### src/cpu16_pkg.sv
`default_nettype none

package cpu16_pkg;

	localparam int word_w  = 16;
	localparam int reg_num = 8;
	localparam int reg_aw  = 3;

	localparam logic [word_w-1:0] nop_word = 16'h0800;

	////////////////////////////////////////
	// Major opcodes, bits 15:11
	////////////////////////////////////////
	localparam logic [4:0] op_nop   = 5'b00001;
	localparam logic [4:0] op_b     = 5'b00010;
	localparam logic [4:0] op_beqz  = 5'b00100;
	localparam logic [4:0] op_bnez  = 5'b00101;
	localparam logic [4:0] op_shift = 5'b00110;  // SLL, SRL, SRA
	localparam logic [4:0] op_addiu = 5'b01001;
	localparam logic [4:0] op_li    = 5'b01101;
	localparam logic [4:0] op_move  = 5'b01111;
	localparam logic [4:0] op_lw    = 5'b10011;
	localparam logic [4:0] op_sw    = 5'b11011;
	localparam logic [4:0] op_rrr   = 5'b11100;  // ADDU, SUBU
	localparam logic [4:0] op_logic = 5'b11101;  // AND, OR, CMP

	// Sub-function codes
	localparam logic [1:0] fn_addu  = 2'b01;
	localparam logic [1:0] fn_subu  = 2'b11;
	localparam logic [1:0] fn_sll   = 2'b00;
	localparam logic [1:0] fn_srl   = 2'b10;
	localparam logic [1:0] fn_sra   = 2'b11;
	localparam logic [4:0] fn5_and  = 5'b01100;
	localparam logic [4:0] fn5_or   = 5'b01101;
	localparam logic [4:0] fn5_cmp  = 5'b01010;
	localparam logic [4:0] fn5_move = 5'b00000;

	typedef struct packed {
		logic [4:0]        opcode;
		logic [reg_aw-1:0] rx;
		logic [7:0]        imm8;
	} instr_rri_t;

	typedef struct packed {
		logic [4:0]        opcode;
		logic [reg_aw-1:0] rx;
		logic [reg_aw-1:0] ry;
		union packed {
			logic [reg_aw-1:0] rz;
			logic [2:0]        shamt;  // Shifts, zero means eight
		} z;
		logic [1:0]        funct;
	} instr_rrr_t;

	typedef union packed {
		instr_rri_t rri;
		instr_rrr_t rrr;
	} instr_u;

	typedef enum logic [3:0] {
		alu_add, alu_sub, alu_and, alu_or, alu_cmp,
		alu_sll, alu_sra, alu_srl, alu_pass
	} alu_op_e;

	typedef enum logic [1:0] {br_none, br_always, br_eqz, br_nez} br_kind_e;

	typedef struct packed {
		logic              valid;
		alu_op_e           alu_op;
		logic [word_w-1:0] op1;
		logic [word_w-1:0] op2;
		logic [word_w-1:0] store_value;
		logic [reg_aw-1:0] dest;
		logic              reg_write;
		logic              mem_read;
		logic              mem_write;
		br_kind_e          br_kind;
		logic [word_w-1:0] br_target;
	} id_ex_t;

	typedef struct packed {
		logic              valid;
		logic              reg_write;
		logic [reg_aw-1:0] dest;
		logic [word_w-1:0] value;
		logic              mem_read;
		logic              mem_write;
		logic [word_w-1:0] mem_addr;
		logic [word_w-1:0] mem_wdata;
		logic              br_taken;
		logic [word_w-1:0] br_target;
	} ex_wb_t;

endpackage

`default_nettype wire

### src/alu_exe.sv
`timescale 1ns/1ps
`default_nettype none

module alu_exe import cpu16_pkg::*; (
	input  wire               clk,
	input  wire               rst_n,
	input  wire id_ex_t       stage,
	output logic [word_w-1:0] result,
	output ex_wb_t            wb
);

	logic [3:0] shamt;   // Decoder limits this to 1..8
	logic       mem_op;
	logic       taken;

	assign shamt  = stage.op2[3:0];
	assign mem_op = stage.mem_read || stage.mem_write;

	////////////////////////////////////////
	// ALU
	////////////////////////////////////////
	always_comb begin
		case (stage.alu_op)
			alu_add: result = stage.op1 + stage.op2;  // Also load/store address
			alu_sub: result = stage.op1 - stage.op2;
			alu_and: result = stage.op1 & stage.op2;
			alu_or:  result = stage.op1 | stage.op2;
			alu_cmp: result = {{(word_w-1){1'b0}}, stage.op1 != stage.op2};
			alu_sll: result = stage.op1 << shamt;
			alu_sra: result = $signed(stage.op1) >>> shamt;  // Keeps sign
			alu_srl: result = stage.op1 >> shamt;
			default: result = stage.op1;
		endcase
	end

	// Branch condition on op1
	always_comb begin
		case (stage.br_kind)
			br_always: taken = 1'b1;
			br_eqz:    taken = (stage.op1 == '0);
			br_nez:    taken = (stage.op1 != '0);
			default:   taken = 1'b0;
		endcase
	end

	////////////////////////////////////////
	// Result register
	////////////////////////////////////////
	always_ff @(posedge clk or negedge rst_n) begin
		if (!rst_n) begin
			wb <= '0;
		end else begin
			wb.valid     <= stage.valid;
			wb.reg_write <= stage.valid && stage.reg_write && !mem_op;
			wb.dest      <= stage.dest;
			wb.value     <= result;
			wb.mem_read  <= stage.valid && stage.mem_read;
			wb.mem_write <= stage.valid && stage.mem_write;
			wb.mem_addr  <= mem_op ? result : '0;
			wb.mem_wdata <= stage.store_value;
			wb.br_taken  <= stage.valid && taken;
			wb.br_target <= stage.br_target;
		end
	end

	// A bubble in execute never even evaluates as a taken branch
	a_no_branch_on_bubble: assert property (
		@(posedge clk) disable iff (!rst_n)
		!stage.valid |-> !taken
	) else $error("alu_exe: branch taken by invalid entry");

endmodule

`default_nettype wire

### src/exe_core.sv
`timescale 1ns/1ps
`default_nettype none

module exe_core import cpu16_pkg::*; (
	input  wire                clk,
	input  wire                rst_n,
	input  wire                in_valid,
	input  wire                hold,
	input  wire [word_w-1:0]   instr,
	input  wire [word_w-1:0]   pc,
	output logic               out_valid,
	output logic               reg_we,
	output logic [reg_aw-1:0]  reg_addr,
	output logic [word_w-1:0]  reg_value,
	output logic               mem_read,
	output logic               mem_write,
	output logic [word_w-1:0]  mem_addr,
	output logic [word_w-1:0]  mem_wdata,
	output logic               br_taken,
	output logic [word_w-1:0]  br_target
);

	id_ex_t            ex_stage;
	ex_wb_t            wb;
	logic [reg_aw-1:0] src_a;
	logic [reg_aw-1:0] src_b;
	logic [word_w-1:0] rf_a;
	logic [word_w-1:0] rf_b;
	logic [word_w-1:0] opnd_a;
	logic [word_w-1:0] opnd_b;
	logic [word_w-1:0] ex_result;  // Combinational ALU output

	reg_file u_reg_file (
		.clk(clk), .rst_n(rst_n),
		.raddr_a(src_a), .raddr_b(src_b),
		.rdata_a(rf_a), .rdata_b(rf_b),
		.wb(wb)
	);

	fwd_unit u_fwd_unit (
		.src_a(src_a), .src_b(src_b),
		.rf_a(rf_a), .rf_b(rf_b),
		.ex_stage(ex_stage), .ex_result(ex_result),
		.wb_stage(wb),
		.opnd_a(opnd_a), .opnd_b(opnd_b)
	);

	id_exe u_id_exe (
		.clk(clk), .rst_n(rst_n),
		.in_valid(in_valid), .hold(hold),
		.instr(instr_u'(instr)), .pc(pc),
		.src_a(src_a), .src_b(src_b),
		.opnd_a(opnd_a), .opnd_b(opnd_b),
		.stage(ex_stage)
	);

	alu_exe u_alu_exe (
		.clk(clk), .rst_n(rst_n),
		.stage(ex_stage), .result(ex_result), .wb(wb)
	);

	// Outputs straight from the result register
	assign out_valid = wb.valid;
	assign reg_we    = wb.reg_write;
	assign reg_addr  = wb.dest;
	assign reg_value = wb.value;
	assign mem_read  = wb.mem_read;
	assign mem_write = wb.mem_write;
	assign mem_addr  = wb.mem_addr;
	assign mem_wdata = wb.mem_wdata;
	assign br_taken  = wb.br_taken;
	assign br_target = wb.br_target;

endmodule

`default_nettype wire

### src/fwd_unit.sv
`timescale 1ns/1ps
`default_nettype none

module fwd_unit import cpu16_pkg::*; (
	input  wire [reg_aw-1:0]  src_a,
	input  wire [reg_aw-1:0]  src_b,
	input  wire [word_w-1:0]  rf_a,
	input  wire [word_w-1:0]  rf_b,
	input  wire id_ex_t       ex_stage,
	input  wire [word_w-1:0]  ex_result,
	input  wire ex_wb_t       wb_stage,
	output logic [word_w-1:0] opnd_a,
	output logic [word_w-1:0] opnd_b
);

	logic ex_wr;  // Instruction in execute writes a register
	logic wb_wr;  // Instruction in result stage writes a register

	assign ex_wr = ex_stage.valid && ex_stage.reg_write;
	assign wb_wr = wb_stage.valid && wb_stage.reg_write;

	// Youngest producer wins
	// Result stage value is not yet in the array
	assign opnd_a = (ex_wr && ex_stage.dest == src_a) ? ex_result :
		(wb_wr && wb_stage.dest == src_a) ? wb_stage.value : rf_a;
	assign opnd_b = (ex_wr && ex_stage.dest == src_b) ? ex_result :
		(wb_wr && wb_stage.dest == src_b) ? wb_stage.value : rf_b;

endmodule

`default_nettype wire

### src/id_exe.sv
`timescale 1ns/1ps
`default_nettype none

module id_exe import cpu16_pkg::*; (
	input  wire                    clk,
	input  wire                    rst_n,
	input  wire                    in_valid,
	input  wire                    hold,
	input  wire instr_u            instr,
	input  wire [word_w-1:0]       pc,
	output logic [reg_aw-1:0]      src_a,
	output logic [reg_aw-1:0]      src_b,
	input  wire [word_w-1:0]       opnd_a,
	input  wire [word_w-1:0]       opnd_b,
	output id_ex_t                 stage
);

	logic              take;  // Word accepted at this edge
	instr_u            word;  // Word actually decoded
	logic [4:0]        fn5;
	logic [word_w-1:0] pc_next;
	id_ex_t            dec;

	assign take    = in_valid && !hold;
	assign word    = take ? instr : instr_u'(nop_word);  // Bubble decodes as NOP
	assign fn5     = {word.rrr.z.rz, word.rrr.funct};
	assign pc_next = pc + 16'd1;

	// Shifts and MOVE read ry through port a
	always_comb begin
		case (word.rri.opcode)
			op_shift, op_move: src_a = word.rrr.ry;
			default:           src_a = word.rri.rx;
		endcase
	end

	assign src_b = word.rrr.ry;  // Second ALU source or store data

	////////////////////////////////////////
	// Decode
	////////////////////////////////////////
	always_comb begin
		dec         = '0;
		dec.valid   = take;
		dec.alu_op  = alu_pass;
		dec.br_kind = br_none;
		case (word.rri.opcode)
			op_addiu: begin
				dec.alu_op    = alu_add;
				dec.op1       = opnd_a;
				dec.op2       = {{8{word.rri.imm8[7]}}, word.rri.imm8};
				dec.dest      = word.rri.rx;
				dec.reg_write = 1'b1;
			end
			op_li: begin
				dec.op1       = {8'b0, word.rri.imm8};  // Zero extended
				dec.dest      = word.rri.rx;
				dec.reg_write = 1'b1;
			end
			op_rrr: begin
				case (word.rrr.funct)
					fn_addu: dec.alu_op = alu_add;
					fn_subu: dec.alu_op = alu_sub;
					default: dec.alu_op = alu_pass;
				endcase
				if (dec.alu_op != alu_pass) begin
					dec.op1       = opnd_a;
					dec.op2       = opnd_b;
					dec.dest      = word.rrr.z.rz;
					dec.reg_write = 1'b1;
				end
			end
			op_logic: begin
				case (fn5)
					fn5_and: dec.alu_op = alu_and;
					fn5_or:  dec.alu_op = alu_or;
					fn5_cmp: dec.alu_op = alu_cmp;
					default: dec.alu_op = alu_pass;
				endcase
				if (dec.alu_op != alu_pass) begin
					dec.op1       = opnd_a;
					dec.op2       = opnd_b;
					dec.dest      = word.rrr.rx;  // CMP result lands in rx
					dec.reg_write = 1'b1;
				end
			end
			op_shift: begin
				case (word.rrr.funct)
					fn_sll:  dec.alu_op = alu_sll;
					fn_sra:  dec.alu_op = alu_sra;
					fn_srl:  dec.alu_op = alu_srl;
					default: dec.alu_op = alu_pass;
				endcase
				if (dec.alu_op != alu_pass) begin
					dec.op1       = opnd_a;
					dec.op2       = (word.rrr.z.shamt == 3'd0) ? 16'd8 :
						{13'b0, word.rrr.z.shamt};
					dec.dest      = word.rrr.rx;
					dec.reg_write = 1'b1;
				end
			end
			op_move: begin
				if (fn5 == fn5_move) begin
					dec.op1       = opnd_a;
					dec.dest      = word.rrr.rx;
					dec.reg_write = 1'b1;
				end
			end
			op_lw, op_sw: begin
				dec.alu_op      = alu_add;
				dec.op1         = opnd_a;  // Base rx
				dec.op2         = {{11{fn5[4]}}, fn5};
				dec.mem_read    = (word.rri.opcode == op_lw);
				dec.mem_write   = (word.rri.opcode == op_sw);
				dec.store_value = opnd_b;
			end
			op_b: begin
				dec.br_kind   = br_always;
				dec.br_target = pc_next + {{5{word.rri.rx[2]}}, word.rri.rx, word.rri.imm8};
			end
			op_beqz, op_bnez: begin
				dec.br_kind   = (word.rri.opcode == op_beqz) ? br_eqz : br_nez;
				dec.op1       = opnd_a;  // Tested against zero
				dec.br_target = pc_next + {{8{word.rri.imm8[7]}}, word.rri.imm8};
			end
			op_nop:  dec.alu_op = alu_pass;
			default: dec.alu_op = alu_pass;  // Unsupported words run as NOP
		endcase
	end

	always_ff @(posedge clk or negedge rst_n) begin
		if (!rst_n) begin
			stage <= '0;
		end else begin
			stage <= dec;
		end
	end

	a_mem_excl: assert property (
		@(posedge clk) disable iff (!rst_n)
		!(stage.mem_read && stage.mem_write)
	) else $error("id_exe: load and store strobes together");

	// A dropped word leaves an inert bubble behind
	a_bubble_quiet: assert property (
		@(posedge clk) disable iff (!rst_n)
		!stage.valid |-> !stage.reg_write
	) else $error("id_exe: bubble carries a register write");

endmodule

`default_nettype wire

### src/reg_file.sv
`timescale 1ns/1ps
`default_nettype none

module reg_file import cpu16_pkg::*; (
	input  wire                    clk,
	input  wire                    rst_n,
	input  wire [reg_aw-1:0]       raddr_a,
	input  wire [reg_aw-1:0]       raddr_b,
	output logic [word_w-1:0]      rdata_a,
	output logic [word_w-1:0]      rdata_b,
	input  wire ex_wb_t            wb
);

	logic [word_w-1:0] regs [reg_num];
	logic              we;

	assign we = wb.valid && wb.reg_write;

	////////////////////////////////////////
	// Write port
	////////////////////////////////////////
	always_ff @(posedge clk or negedge rst_n) begin
		if (!rst_n) begin
			for (int i = 0; i < reg_num; i++) begin
				regs[i] <= '0;
			end
		end else if (we) begin
			regs[wb.dest] <= wb.value;  // Result stage writes back
		end
	end

	// Plain array reads, no bypass here
	assign rdata_a = regs[raddr_a];
	assign rdata_b = regs[raddr_b];

	// Write address must be resolved whenever a write is requested
	a_wr_addr_known: assert property (
		@(posedge clk) disable iff (!rst_n)
		we |-> !$isunknown(wb.dest)
	) else $error("reg_file: write with unknown address");

endmodule

`default_nettype wire
### config.mk
export PLATFORM = sky130hd
export DESIGN_NAME = exe_core
export DESIGN_NICKNAME = d
export VERILOG_FILES = /design/src/cpu16_pkg.sv /design/src/alu_exe.sv /design/src/exe_core.sv /design/src/fwd_unit.sv /design/src/id_exe.sv /design/src/reg_file.sv
export SDC_FILE = /design/constraint.sdc
export NUM_CORES = 1
export LEC_CHECK = 0
export ABC_AREA = 0
export ABC_CLOCK_PERIOD_IN_PS = 6380
export BUFFER_PORTS_ARGS = -buffer_cell sky130_fd_sc_hd__buf_2
export CORE_ASPECT_RATIO = 0.7
export CORE_MARGIN = 1.5
export CORE_UTILIZATION = 45
export DETAILED_ROUTE_END_ITERATION = 8
export SYNTH_ARGS = -nofsm -noshare
export SYNTH_HDL_FRONTEND = slang
export SYNTH_SLANG_ARGS = --single-unit
### constraint.sdc
create_clock -name clk -period 6.38 [get_ports clk]
set_clock_uncertainty 0.2 [all_clocks]
set_input_delay 0.319 -clock clk [delete_from_list [all_inputs] [get_ports clk]]
set_output_delay 0.319 -clock clk [all_outputs]
set_load 0.02 [all_outputs]
; ---- After elaboration in Yosys (flattened, before gate mapping)
; Index checks and enable logic that the tools add are counted.
[totals]
ff_bits = 277
latch_bits = 0
mem_bits_rw = 0
rom_bits = 0
in_bits = 36
elab_cells = 149
n_memories = 0
[op_classes]
n_addsub = 5
multipliers = 0
div_mod_pow = 0
order_cmp = 4
eq_ne = 35
shifts = 3
muxes = 41
n_bitwise = 5
n_reduce_logical = 27
[ops]
columns = cell, n
row1 = two-way mux 16 bit, 13
row2 = bitwise mux 128 bit, 1
row3 = case mux 16 bit (8 select lines), 1
row4 = binary-select mux 16 bit (select 3 bit), 2
row5 = two-way mux 32 bit, 3
row6 = case mux 16 bit (6 select lines), 1
row7 = case mux 16 bit (5 select lines), 1
row8 = adder 16 bit, 3
row9 = demux 16 bit (select 3 bit), 1
row10 = case mux 18 bit (2 select lines), 1
row11 = two-way mux 4 bit, 8
row12 = "equality test 5 x 4 -> 1 bit, second input constant", 6
row13 = case mux 4 bit (3 select lines), 2
row14 = "equality test 5 bit, second input constant", 4
row15 = case mux 4 bit (5 select lines), 1
row16 = "adder 16 x 1 -> 16 bit, second input constant", 1
row17 = bitwise AND 16 bit, 1
row18 = "equality test 4 x 3 -> 1 bit, second input constant", 4
row19 = logical NOT 16 bit, 1
row20 = inequality test 16 bit, 1
row21 = OR 16 bit, 1
row22 = case mux 4 bit (4 select lines), 1
row23 = nonzero test 16 bit, 1
row24 = left shift 16 x 4 -> 16 bit, 1
row25 = other kinds (29), 60

; ---- Longest topological paths before layout
; Gate-level depths: netlist of run 1.
[depth]
depth_word = 14
depth_mapped = 19

; ---- Cells and area by module
; Synthesis of run 1 repeated with hierarchy kept, for this count alone.
[unflattened]
cells_unflattened = 1578
area_unflattened_um2 = 17723.2
[by_module_without_submodules]
columns = module, n_inst, cells_each, area_each_um2, seq_area_each_um2
row1 = reg_file, 1, 393, 6745.2, 3203.1
row2 = alu_exe, 1, 680, 6192.2, 1801.7
row3 = id_exe, 1, 383, 3952.5, 1926.8
row4 = fwd_unit, 1, 122, 833.3, 0.0

; ---- Worst setup path after synthesis of run 1
; OpenSTA, ideal clock, no wires.
[synth_path]
kind = in2reg
startpoint = in hold
endpoint = reg, netlist name u_id_exe.stage[14]
setup_ps = 132
arrival_ps = 3256
required_ps = 6048
slack_ps = 2792
path_stages = 19
n_path_buf = 4
cell_sequence = nand2b_1 > buf_2 > inv_2 > buf_4 > clkbuf_1 > buf_2 > nand2_1 > inv_1 > ha_1 > inv_1 > fa_1 > nor2b_1 > o21a_1 > o21ai_0 > a211o_1 > nand3_1 > a41oi_1 > xor2_1 > nor2_1
[synth_lines]
columns = item, line
row1 = "start, declared", exe_core.sv:8  ; input wire hold,

==> impl_metrics.tcl, run 1 <==
set metrics [dict create \
    crit_start "u_id_exe.stage[40]" \
    grt_max_degree 136 \
    status "finished, final reports clean" \
    dpl_cell_area_sq_um 18600 \
    grt_pass1_wl_um 91500 \
    die_w_um 240 \
    arrival_ns 4.58 \
    p_int_mw 2.86 \
    start_kind "flip-flop" \
    wl_per_cell_um 25.1 \
    io_buffers 107 \
    core_sq_um 38700 \
    netlist.top_cell.by_area "dfrtp_1" \
    cts.sinks 277 \
    grt_usage 0.299 \
    yosysUniqueCellTypes 99 \
    cts_setup_buffers 0 \
    fillCellCount 3576 \
    p_comb_frac 0.088 \
    worstPathMaxFanout 28 \
    slew_violations 0 \
    multi_input_area_sq_um 9810 \
    pwr_density_cell_nw_per_um2 194 \
    yosys_warnings 0 \
    cts_tree "done" \
    drv_cap 0 \
    antenna_found_initial 4 \
    clkTransAtPathRegs_ns 0.06 \
    endpoint "u_id_exe.stage[48]" \
    syn_area_per_cell_sq_um 9.73 \
    r2r-start "u_id_exe.stage[40]" \
    async_reset_ff_frac 1.00 \
    clkPwrFrac 0.446 \
    num-nets-final 1978 \
    dp_cells 2352 \
    initial_utilization 0.459 \
    syn_to_final_growth_pct 11.0 \
    setup_slack_ns 1.99 \
    max_slew_margin 0.228 \
    ir_worst_vdd_mv 0.214 \
    utilization 0.509 \
    clockBufferDepth 3 \
    tightest_slew_ns 1.15 \
    synth_fp_nets 1928 \
    grt_pass1_vias 14700 \
    cp.required_ns 6.58 \
    rrSetupSlack_ns 1.99 \
    totalWireLength_um 60800 \
    fin_cells 2423 \
    htree_num_levels 1 \
    synth_most_common_cell "dfrtp_1" \
    pwr-share-seq 0.466 \
    switching_power_mw 0.964 \
    syn_area_sq_um 17700 \
    switching_share 0.252 \
    dp_slack_ns 2.19 \
    drt_iter0_drc 1740 \
    clkLatencyLatePin_ns 0.58 \
    rsz0062_at_grt "no" \
    setup_viol 0 \
    ys_ff_latch 277 \
    min_period_ns 4.39 \
    globalplace.congestion 0.982 \
    synth_top_area_frac 0.391 \
    netlist_instances 1823 \
    detail-route-antenna-nets 0 \
    fp.dieH_um 169 \
    yosys_most_used_dff "dfrtp_1" \
    routed_via_density 6.32 \
    p_leak_nw 8.94 \
    end_kind "flip-flop" \
    max_freq_mhz 228 \
    dr.pass1.iters 6 \
    r2r-end "u_id_exe.stage[48]" \
    reg2reg_depth 11 \
    num_vias 15300 \
    cts_resized 0 \
    grt_overflow_total 0 \
    p_total_mw 3.83 \
    yosys-top-cells-area "dfrtp_1, mux2_2, mux2i_1" \
    finalSetupTns_ns 0 \
    crit_type "flip-flop to flip-flop" \
    final-seq-area_sq_um 6930 \
    synth_common_cells "dfrtp_1, nor2_1, mux2_2, nand2_1, mux2i_1" \
    cts_hold_buf 17 \
    synth_edf_count 0 \
    cts_root_buf "clkbuf_16" \
    route.detailed.drc 0 \
    fin_area_sq_um 19700 \
    die_area_sq_um 40600 \
    yosysSeqAreaShare 0.391 \
    fin_crit_sh 0.688 \
    layout-drive-gt1-share 0.192 \
    worst_hold_path_type "primary input to flip-flop" \
    ios 108 \
    rows 60 \
    dp_hpwl_um 42300 \
    cts_buffers 29 \
    finalHoldViolations 0 \
    whs_ns 0.0440 \
]
==> worst max-delay path, cell delays in order, from the launching register on <==
cell,delay (ns)
dfrtp_2,0.67
buf_4,0.33
ha_1,0.29
fa_1,0.43
a21oi_1,0.25
o21ai_1,0.11
a31o_2,0.30
a21oi_1,0.18
xnor2_1,0.17
o22ai_1,0.13
o32ai_1,0.95
o21ai_0,0.18
==> power by group through the flow <==
stage | Clock (mW) | Sequential (mW) | Combinational [mW]
final | 1.71 | 1.78 | 0.335
after detailed placement | 0 | 1.81 | 0.322
after global routing | 1.82 | 1.78 | 0.363
after global placement | 0 | 1.81 | 0.321
after floorplan | 0 | 1.81 | 0.195
after CTS | 1.74 | 1.78 | 0.331
==> worst min-delay path by stage <==
stage          depth (start not counted)  slack [ns]           endpoint          startpoint
5_1_grt                                5        0.03  u_id_exe.stage[0]               pc[0]
3_5_place_dp                           0        0.14   u_alu_exe.wb[19]  u_id_exe.stage[26]
4_1_cts                                5        0.02  u_id_exe.stage[0]               pc[0]
2_1_floorplan                          0       -0.18    u_alu_exe.wb[0]               rst_n
6_report                               5        0.04  u_id_exe.stage[0]               pc[0]
3_3_place_gp                           0        0.13    u_alu_exe.wb[7]   u_id_exe.stage[7]
==> sequential cells by signal (all words and copies together), names as in the netlist <==
name / count
u_alu_exe.wb: 72
u_id_exe.stage: 77
u_reg_file.regs: 128
==> layout make-up <==
class / count / share of cell area
clock inverter: 6 / 0.00337
timing repair buffer: 156 / 0.0492
inverter: 94 / 0.0179
tap: 527 / 0.0335
clock buffer: 46 / 0.0452
multi-input combinational: 1315 / 0.498
sequential: 277 / 0.352
antenna: 2 / 0.000254
==> placed cells by master (no fill, tap or decap), types with 31 or more instances in the layout <==
cell type / n
o21ai_0: 82
inv_1: 91
nand3_1: 40
o22ai_1: 37
dfrtp_1: 275
buf_2: 106
mux2i_1: 117
nor2_1: 165
nand2_1: 118
buf_4: 31
a21oi_1: 101
mux2_2: 123
ha_1: 66
nor3_1: 36
==> logic make-up after synthesis <==
kind of cell / share of synthesized area
adders and majority gates: 0.0500
xor gates and xnor gates: 0.0231
and+or+nand+nor: 0.129
AOI/OAI and AO/OA: 0.174
DFF: 0.391
muxes: 0.177
buffers and inverters: 0.0558
==> routing by layer <==
layer | up-vias | share of wire | global-route usage
met5 | - | 0 | 0
met4 | 0 | 0.024 | 0.0845
met3 | 83 | 0.10 | 0.0664
met2 | 829 | 0.42 | 0.420
met1 | 7654 | 0.46 | 0.455
li1 | 6747 | - | -
Note: power is estimated with default switching activity, not from simulation.
==> run 2: changes to the inputs <==
--- a/config.mk
+++ b/config.mk
@@ -6,7 +6,7 @@
 export NUM_CORES = 1
 export LEC_CHECK = 0
 export ABC_AREA = 0
-export ABC_CLOCK_PERIOD_IN_PS = 6380
+export ABC_CLOCK_PERIOD_IN_PS = 3850
 export BUFFER_PORTS_ARGS = -buffer_cell sky130_fd_sc_hd__buf_2
 export CORE_ASPECT_RATIO = 0.7
 export CORE_MARGIN = 1.5
==> constraint.sdc (replaced) <==
create_clock -name clk -period 3.85 [get_ports clk]
set_clock_uncertainty 0.2 [all_clocks]
set_input_delay 0.1925 -clock clk [delete_from_list [all_inputs] [get_ports clk]]
set_output_delay 0.1925 -clock clk [all_outputs]
set_load 0.02 [all_outputs]
==> run 2 against run 1 <==
Sequential power up 66%. Via count up 1.5%. Setup slack worse by 1.8 ns. Sequential share of layout area down 1.2 points. Worst hold slack worse by 0.011 ns. Routed wire length up 0.62%. First-iteration DRC count up 3.9%. Cell count up 2.4%. Count of clock-buffer cells in the layout down 12. Critical path type is now primary input to flip-flop. Largest power group is now clock.
==> impl_metrics.tcl, run 2 (synthesized netlist as in run 1, its figures left out) <==
set metrics [dict create \
    status "finished, final reports clean" \
    drt_iter0_drc 1808 \
    clkTransAtPathRegs_ns 0.06 \
    worstPathMaxFanout 34 \
    regMostFlops "u_reg_file.regs" \
    final_common_cell "dfrtp_1" \
    crit_family "buffers and inverters" \
    worst_hold_path_type "primary input to flip-flop" \
    pwr_density_cell_nw_per_um2 329 \
    dpl_cell_area_sq_um 19000 \
    syn_to_final_growth_pct 14.9 \
    ios 108 \
    path_buf_inv 7 \
    cp.required_ns 4.07 \
    finalHoldViolations 0 \
    max_freq_mhz 273 \
    finalSetupTns_ns 0 \
    rsz0062_at_grt "no" \
    fp.dieH_um 169 \
    num_vias 15500 \
    cts_buffers 28 \
    start_kind "primary input" \
    cts.sinks 277 \
    grt_pass1_vias 14800 \
    die_area_sq_um 40600 \
    initial_utilization 0.459 \
    arrival_ns 3.89 \
    die_w_um 240 \
    top_regs "u_reg_file.regs x128, u_id_exe.stage x77, u_alu_exe.wb x72" \
    detail-route-antenna-nets 0 \
    utilization 0.527 \
    dp_hpwl_um 44000 \
    cts_root_buf "clkbuf_16" \
    dp_cells 2400 \
    cts_tree "done" \
    grt_pass1_wl_um 92800 \
    htree_num_levels 1 \
    dr.pass1.iters 5 \
    crit_type "primary input to flip-flop" \
    max_slew_margin 0.229 \
    ir_worst_vdd_mv 0.297 \
    fin_cells 2481 \
    drv_cap 0 \
    antenna_found_initial 4 \
    wl_per_cell_um 24.7 \
    route.detailed.drc 0 \
    layout-drive-gt1-share 0.218 \
    grt_overflow_total 0 \
    globalplace.congestion 1.02 \
    min_period_ns 3.67 \
    core_sq_um 38700 \
    fin_area_sq_um 20400 \
    path_cells "dlygate4sd3_1 -> buf_2 -> nand2b_1 -> dlygate4sd3_1 -> clkinv_4 -> buf_4 -> nand4_1 -> a21oi_4 -> buf_12 -> xnor2_1 -> nand4_1 -> buf_4 -> nor2_1 -> a311oi_1 -> a211oi_1" \
    slew_violations 0 \
    routed_via_density 6.27 \
    tightest_slew_ns 1.15 \
    end_kind "flip-flop" \
    max_stage_delay_ns 0.61 \
    totalWireLength_um 61200 \
    crit_slowest_cell "dlygate4sd3_1" \
    mostFrequentLayoutCells "dfrtp_1, nor2_1, mux2_2" \
    whs_ns 0.0334 \
    clkLatencyLatePin_ns 0.58 \
    fin_crit_sh 0.953 \
    largest_reg_flops 128 \
    clockBufferDepth 3 \
    io_buffers 107 \
    p_leak_nw 9.32 \
    num-nets-final 2035 \
    grt_usage 0.301 \
    rows 60 \
    grt_max_degree 97 \
    setup_viol 0 \
]
## run 2: metal layers
metal / vias to the layer above / share of wire / global-route usage / routed length, um
li1: 6877 / - / - / -
met1: 7720 / 0.47 / 0.466 / 28500
met2: 827 / 0.41 / 0.422 / 25200
met3: 117 / 0.092 / 0.0548 / 5600
met4: 4 / 0.029 / 0.0853 / 1800
met5: - / 0.00039 / 0 / 24
## run 2: path summary, 6_finish.rpt
| path | startpoint | endpoint | slack [ns] | depth (start not counted) |
|---|---|---|---|---|
| hold reg to reg | u_id_exe.stage[2] | u_alu_exe.wb[2] | 0.15 | 0 |
| max in group asynchronous | rst_n | u_reg_file.regs[64] | 2.50 | 3 |
| setup / recovery | in_valid | u_id_exe.stage[69] | 0.18 | 15 |
| setup reg to reg | u_id_exe.stage[56] | u_id_exe.stage[50] | 0.21 | 10 |
| min in group asynchronous | rst_n | u_alu_exe.wb[28] | 0.05 | 2 |
| hold / removal | instr[15] | u_id_exe.stage[17] | 0.03 | 4 |
## run 2: final cells by class
cell class,count,area (sq um)
well taps,527,659
clock buffers,34,785
inverters,94,358
clock inverters,18,283
repair buffers,214,1500
multi-input cells,1315,9840
flip-flops and latches,277,6930
fillers,3508,18300
diodes,2,5.00
## run 2: power by group
group | internal (mW) | switching [mW] | total (mW)
registers | 2.92 | 0.0243 | 2.95
logic | 0.199 | 0.387 | 0.586
clock network | 1.92 | 1.24 | 3.17
## run 2: per-stage QoR
step / setup WS, ns / power [mW]
6_report: 0.180 / 6.70
5_1_grt: 0.00886 / 6.91
3_5_place_dp: 0.234 / 3.56
3_3_place_gp: 0.275 / 3.55
4_1_cts: 0.0504 / 6.72
2_1_floorplan: 0.388 / 3.32
## run 2: worst min-delay path, stage by stage
cell and delay [ns]:
buf_2 0.18, nor2_1 0.12, nand3_2 0.14, inv_1 0.11
## run 2: repair_timing
action                     in CTS  in global routing
hold endpoints to repair      116                  0
hold buffers                   26                  0
setup endpoints to repair       0                 20
gates resized for setup         0                 12
setup buffers                   0                  1
==> run 3: changes to the inputs <==
--- a/config.mk
+++ b/config.mk
@@ -10,8 +10,10 @@
 export BUFFER_PORTS_ARGS = -buffer_cell sky130_fd_sc_hd__buf_2
 export CORE_ASPECT_RATIO = 0.7
 export CORE_MARGIN = 1.5
-export CORE_UTILIZATION = 45
+export CORE_UTILIZATION = 56
 export DETAILED_ROUTE_END_ITERATION = 8
+export MAX_ROUTING_LAYER = met4
+export PLACE_DENSITY = 0.77
 export SYNTH_ARGS = -nofsm -noshare
 export SYNTH_HDL_FRONTEND = slang
 export SYNTH_SLANG_ARGS = --single-unit
==> run 3 against run 2 <==
Power fell by 6.1%. Non-clock buffer count rose by 6. Routed wire length fell by 1.5%. Cell area fell by 1.6%. Highest routed layer is now met4.
==> impl_metrics.tcl, run 3 (synthesized netlist as in run 1, its figures left out) <==
set metrics [dict create \
    num-nets-final 2040 \
    clkTransAtPathRegs_ns 0.07 \
    fin_area_sq_um 20000 \
    pwr-share-seq 0.468 \
    dpl_cell_area_sq_um 18900 \
    end_kind "flip-flop" \
    dp_cells 2304 \
    setup_slack_ns 0.233 \
    p_leak_nw 9.25 \
    fin_cells 2376 \
    dr.pass1.iters 7 \
    tightest_slew_ns 1.14 \
    grt_overflow_total 0 \
    start_kind "flip-flop" \
    drt_iter0_drc 1979 \
    die_w_um 216 \
    clkLatencyLatePin_ns 0.56 \
    rsz0062_at_grt "no" \
    initial_utilization 0.569 \
    clkPwrFrac 0.440 \
    cts_resized 0 \
    totalWireLength_um 60300 \
    grt.busiest_layer "met1" \
    final-seq-area_sq_um 6930 \
    largest_reg_flops 128 \
    mostFrequentLayoutCells "dfrtp_1, nor2_1, mux2_2" \
    switching_power_mw 1.60 \
    syn_to_final_growth_pct 13.0 \
    ios 108 \
    dp_hpwl_um 43500 \
    grt_pass1_wl_um 91500 \
    grt_use_met2 0.525 \
    grtUsageMet3 0.0791 \
    antenna_found_initial 1 \
    final_common_cell "dfrtp_1" \
    setup_viol 0 \
    rows 54 \
    cts_buffers 27 \
    p_comb_frac 0.092 \
    p_total_mw 6.29 \
    min_period_ns 3.62 \
    cp.required_ns 4.07 \
    drv_cap 0 \
    worstPathMaxFanout 6 \
    worst_hold_path_type "primary input to asynchronous set/reset pin" \
    clockBufferDepth 3 \
    multi_input_area_sq_um 9810 \
    arrival_ns 3.84 \
    num_vias 15800 \
    grt_pass1_vias 15000 \
    io_buffers 107 \
    switching_share 0.254 \
    fillCellCount 2543 \
    slew_violations 0 \
    detail-route-antenna-nets 0 \
    die_area_sq_um 32800 \
    max_freq_mhz 276 \
    cts_tree "done" \
    fp.dieH_um 152 \
    cts_root_buf "clkbuf_16" \
    ir_worst_vdd_mv 0.373 \
    dp_slack_ns 0.383 \
    p_int_mw 4.69 \
    grt_usage 0.375 \
    globalplace.congestion 1.04 \
    route.detailed.drc 0 \
    pwr_density_cell_nw_per_um2 314 \
    wl_per_cell_um 25.4 \
    max_slew_margin 0.236 \
    top_regs "u_reg_file.regs x128, u_id_exe.stage x77, u_alu_exe.wb x72" \
    routed_via_density 6.63 \
    fin_crit_sh 0.940 \
    layout-drive-gt1-share 0.217 \
    finalSetupTns_ns 0 \
    crit_type "flip-flop to flip-flop" \
    htree_num_levels 1 \
    regMostFlops "u_reg_file.regs" \
    gr-usage-met1 0.546 \
    finalHoldViolations 0 \
    core_sq_um 31100 \
    status "finished, final reports clean" \
    grt_max_degree 94 \
    cts.sinks 277 \
]
[run 3: changes by cell type in the layout (fill, tap and decap cells not counted), moves of 2 or more]
cell,previous run,this run
buf_4,74,87
bufinv_16,7,3
dlygate4sd3_1,26,22
buf_12,7,4
clkbuf_1,1,3
clkbuf_16,29,27
[run 3: worst paths after layout]
check / from / to / slack, ns / depth (start not counted)
setup / recovery: u_id_exe.stage[59] / u_id_exe.stage[55] / 0.23 / 10
hold / removal: rst_n / u_id_exe.stage[51] / 0.02 / 2
setup reg to reg: u_id_exe.stage[59] / u_id_exe.stage[55] / 0.23 / 10
hold reg to reg: u_id_exe.stage[35] / u_alu_exe.wb[28] / 0.15 / 0
max in group asynchronous: rst_n / u_reg_file.regs[31] / 2.35 / 3
min in group clk: pc[14] / u_id_exe.stage[14] / 0.02 / 5
[run 3: what timing repair did]
item | CTS | global route
setup buffers | 0 | 0
setup endpoints to repair | 0 | 0
endpoints found under the hold margin | 108 | 0
hold buffers | 22 | 0
[run 3: worst max-delay path: stages, from the launching register on]
cell	delay, ns
dfrtp_1	0.57
inv_1	0.09
ha_1	0.36
nor2_1	0.32
o211ai_1	0.28
a21oi_1	0.32
a221oi_1	0.18
o22ai_1	0.26
mux2_2	0.37
a211oi_2	0.39
o31ai_1	0.13
[run 3: per-layer routing]
metal,vias to the layer above,routed length [um]
met2,1035,25800
met1,7714,25900
met3,132,6970
met5,-,0
li1,6871,-
met4,0,1730
[run 3: final cells by class]
type / count / area share
inverters: 94 / 0.0176
diodes: 1 / 0.000125
flip-flops and latches: 277 / 0.346
clock buffers: 34 / 0.0370
clock inverters: 15 / 0.00880
well taps: 420 / 0.0262
repair buffers: 220 / 0.0748
multi-input cells: 1315 / 0.489
[run 3: power groups by stage]
stage	sequential (mW)	combinational [mW]	clock, mW
CTS	2.95	0.566	2.79
floorplan	3.00	0.324	0
detailed placement	3.00	0.549	0
global placement	3.00	0.539	0
finish	2.95	0.576	2.77
global route	2.95	0.619	2.91
[run 3: per-stage QoR]
step / hold slack (ns) / util
5_1_grt: 0.0411 / 0.643
6_report: 0.0214 / 0.643
3_5_place_dp: 0.0489 / 0.607
2_1_floorplan: -0.303 / -
4_1_cts: 0.00635 / 0.643
3_3_place_gp: 0.0409 / 0.607
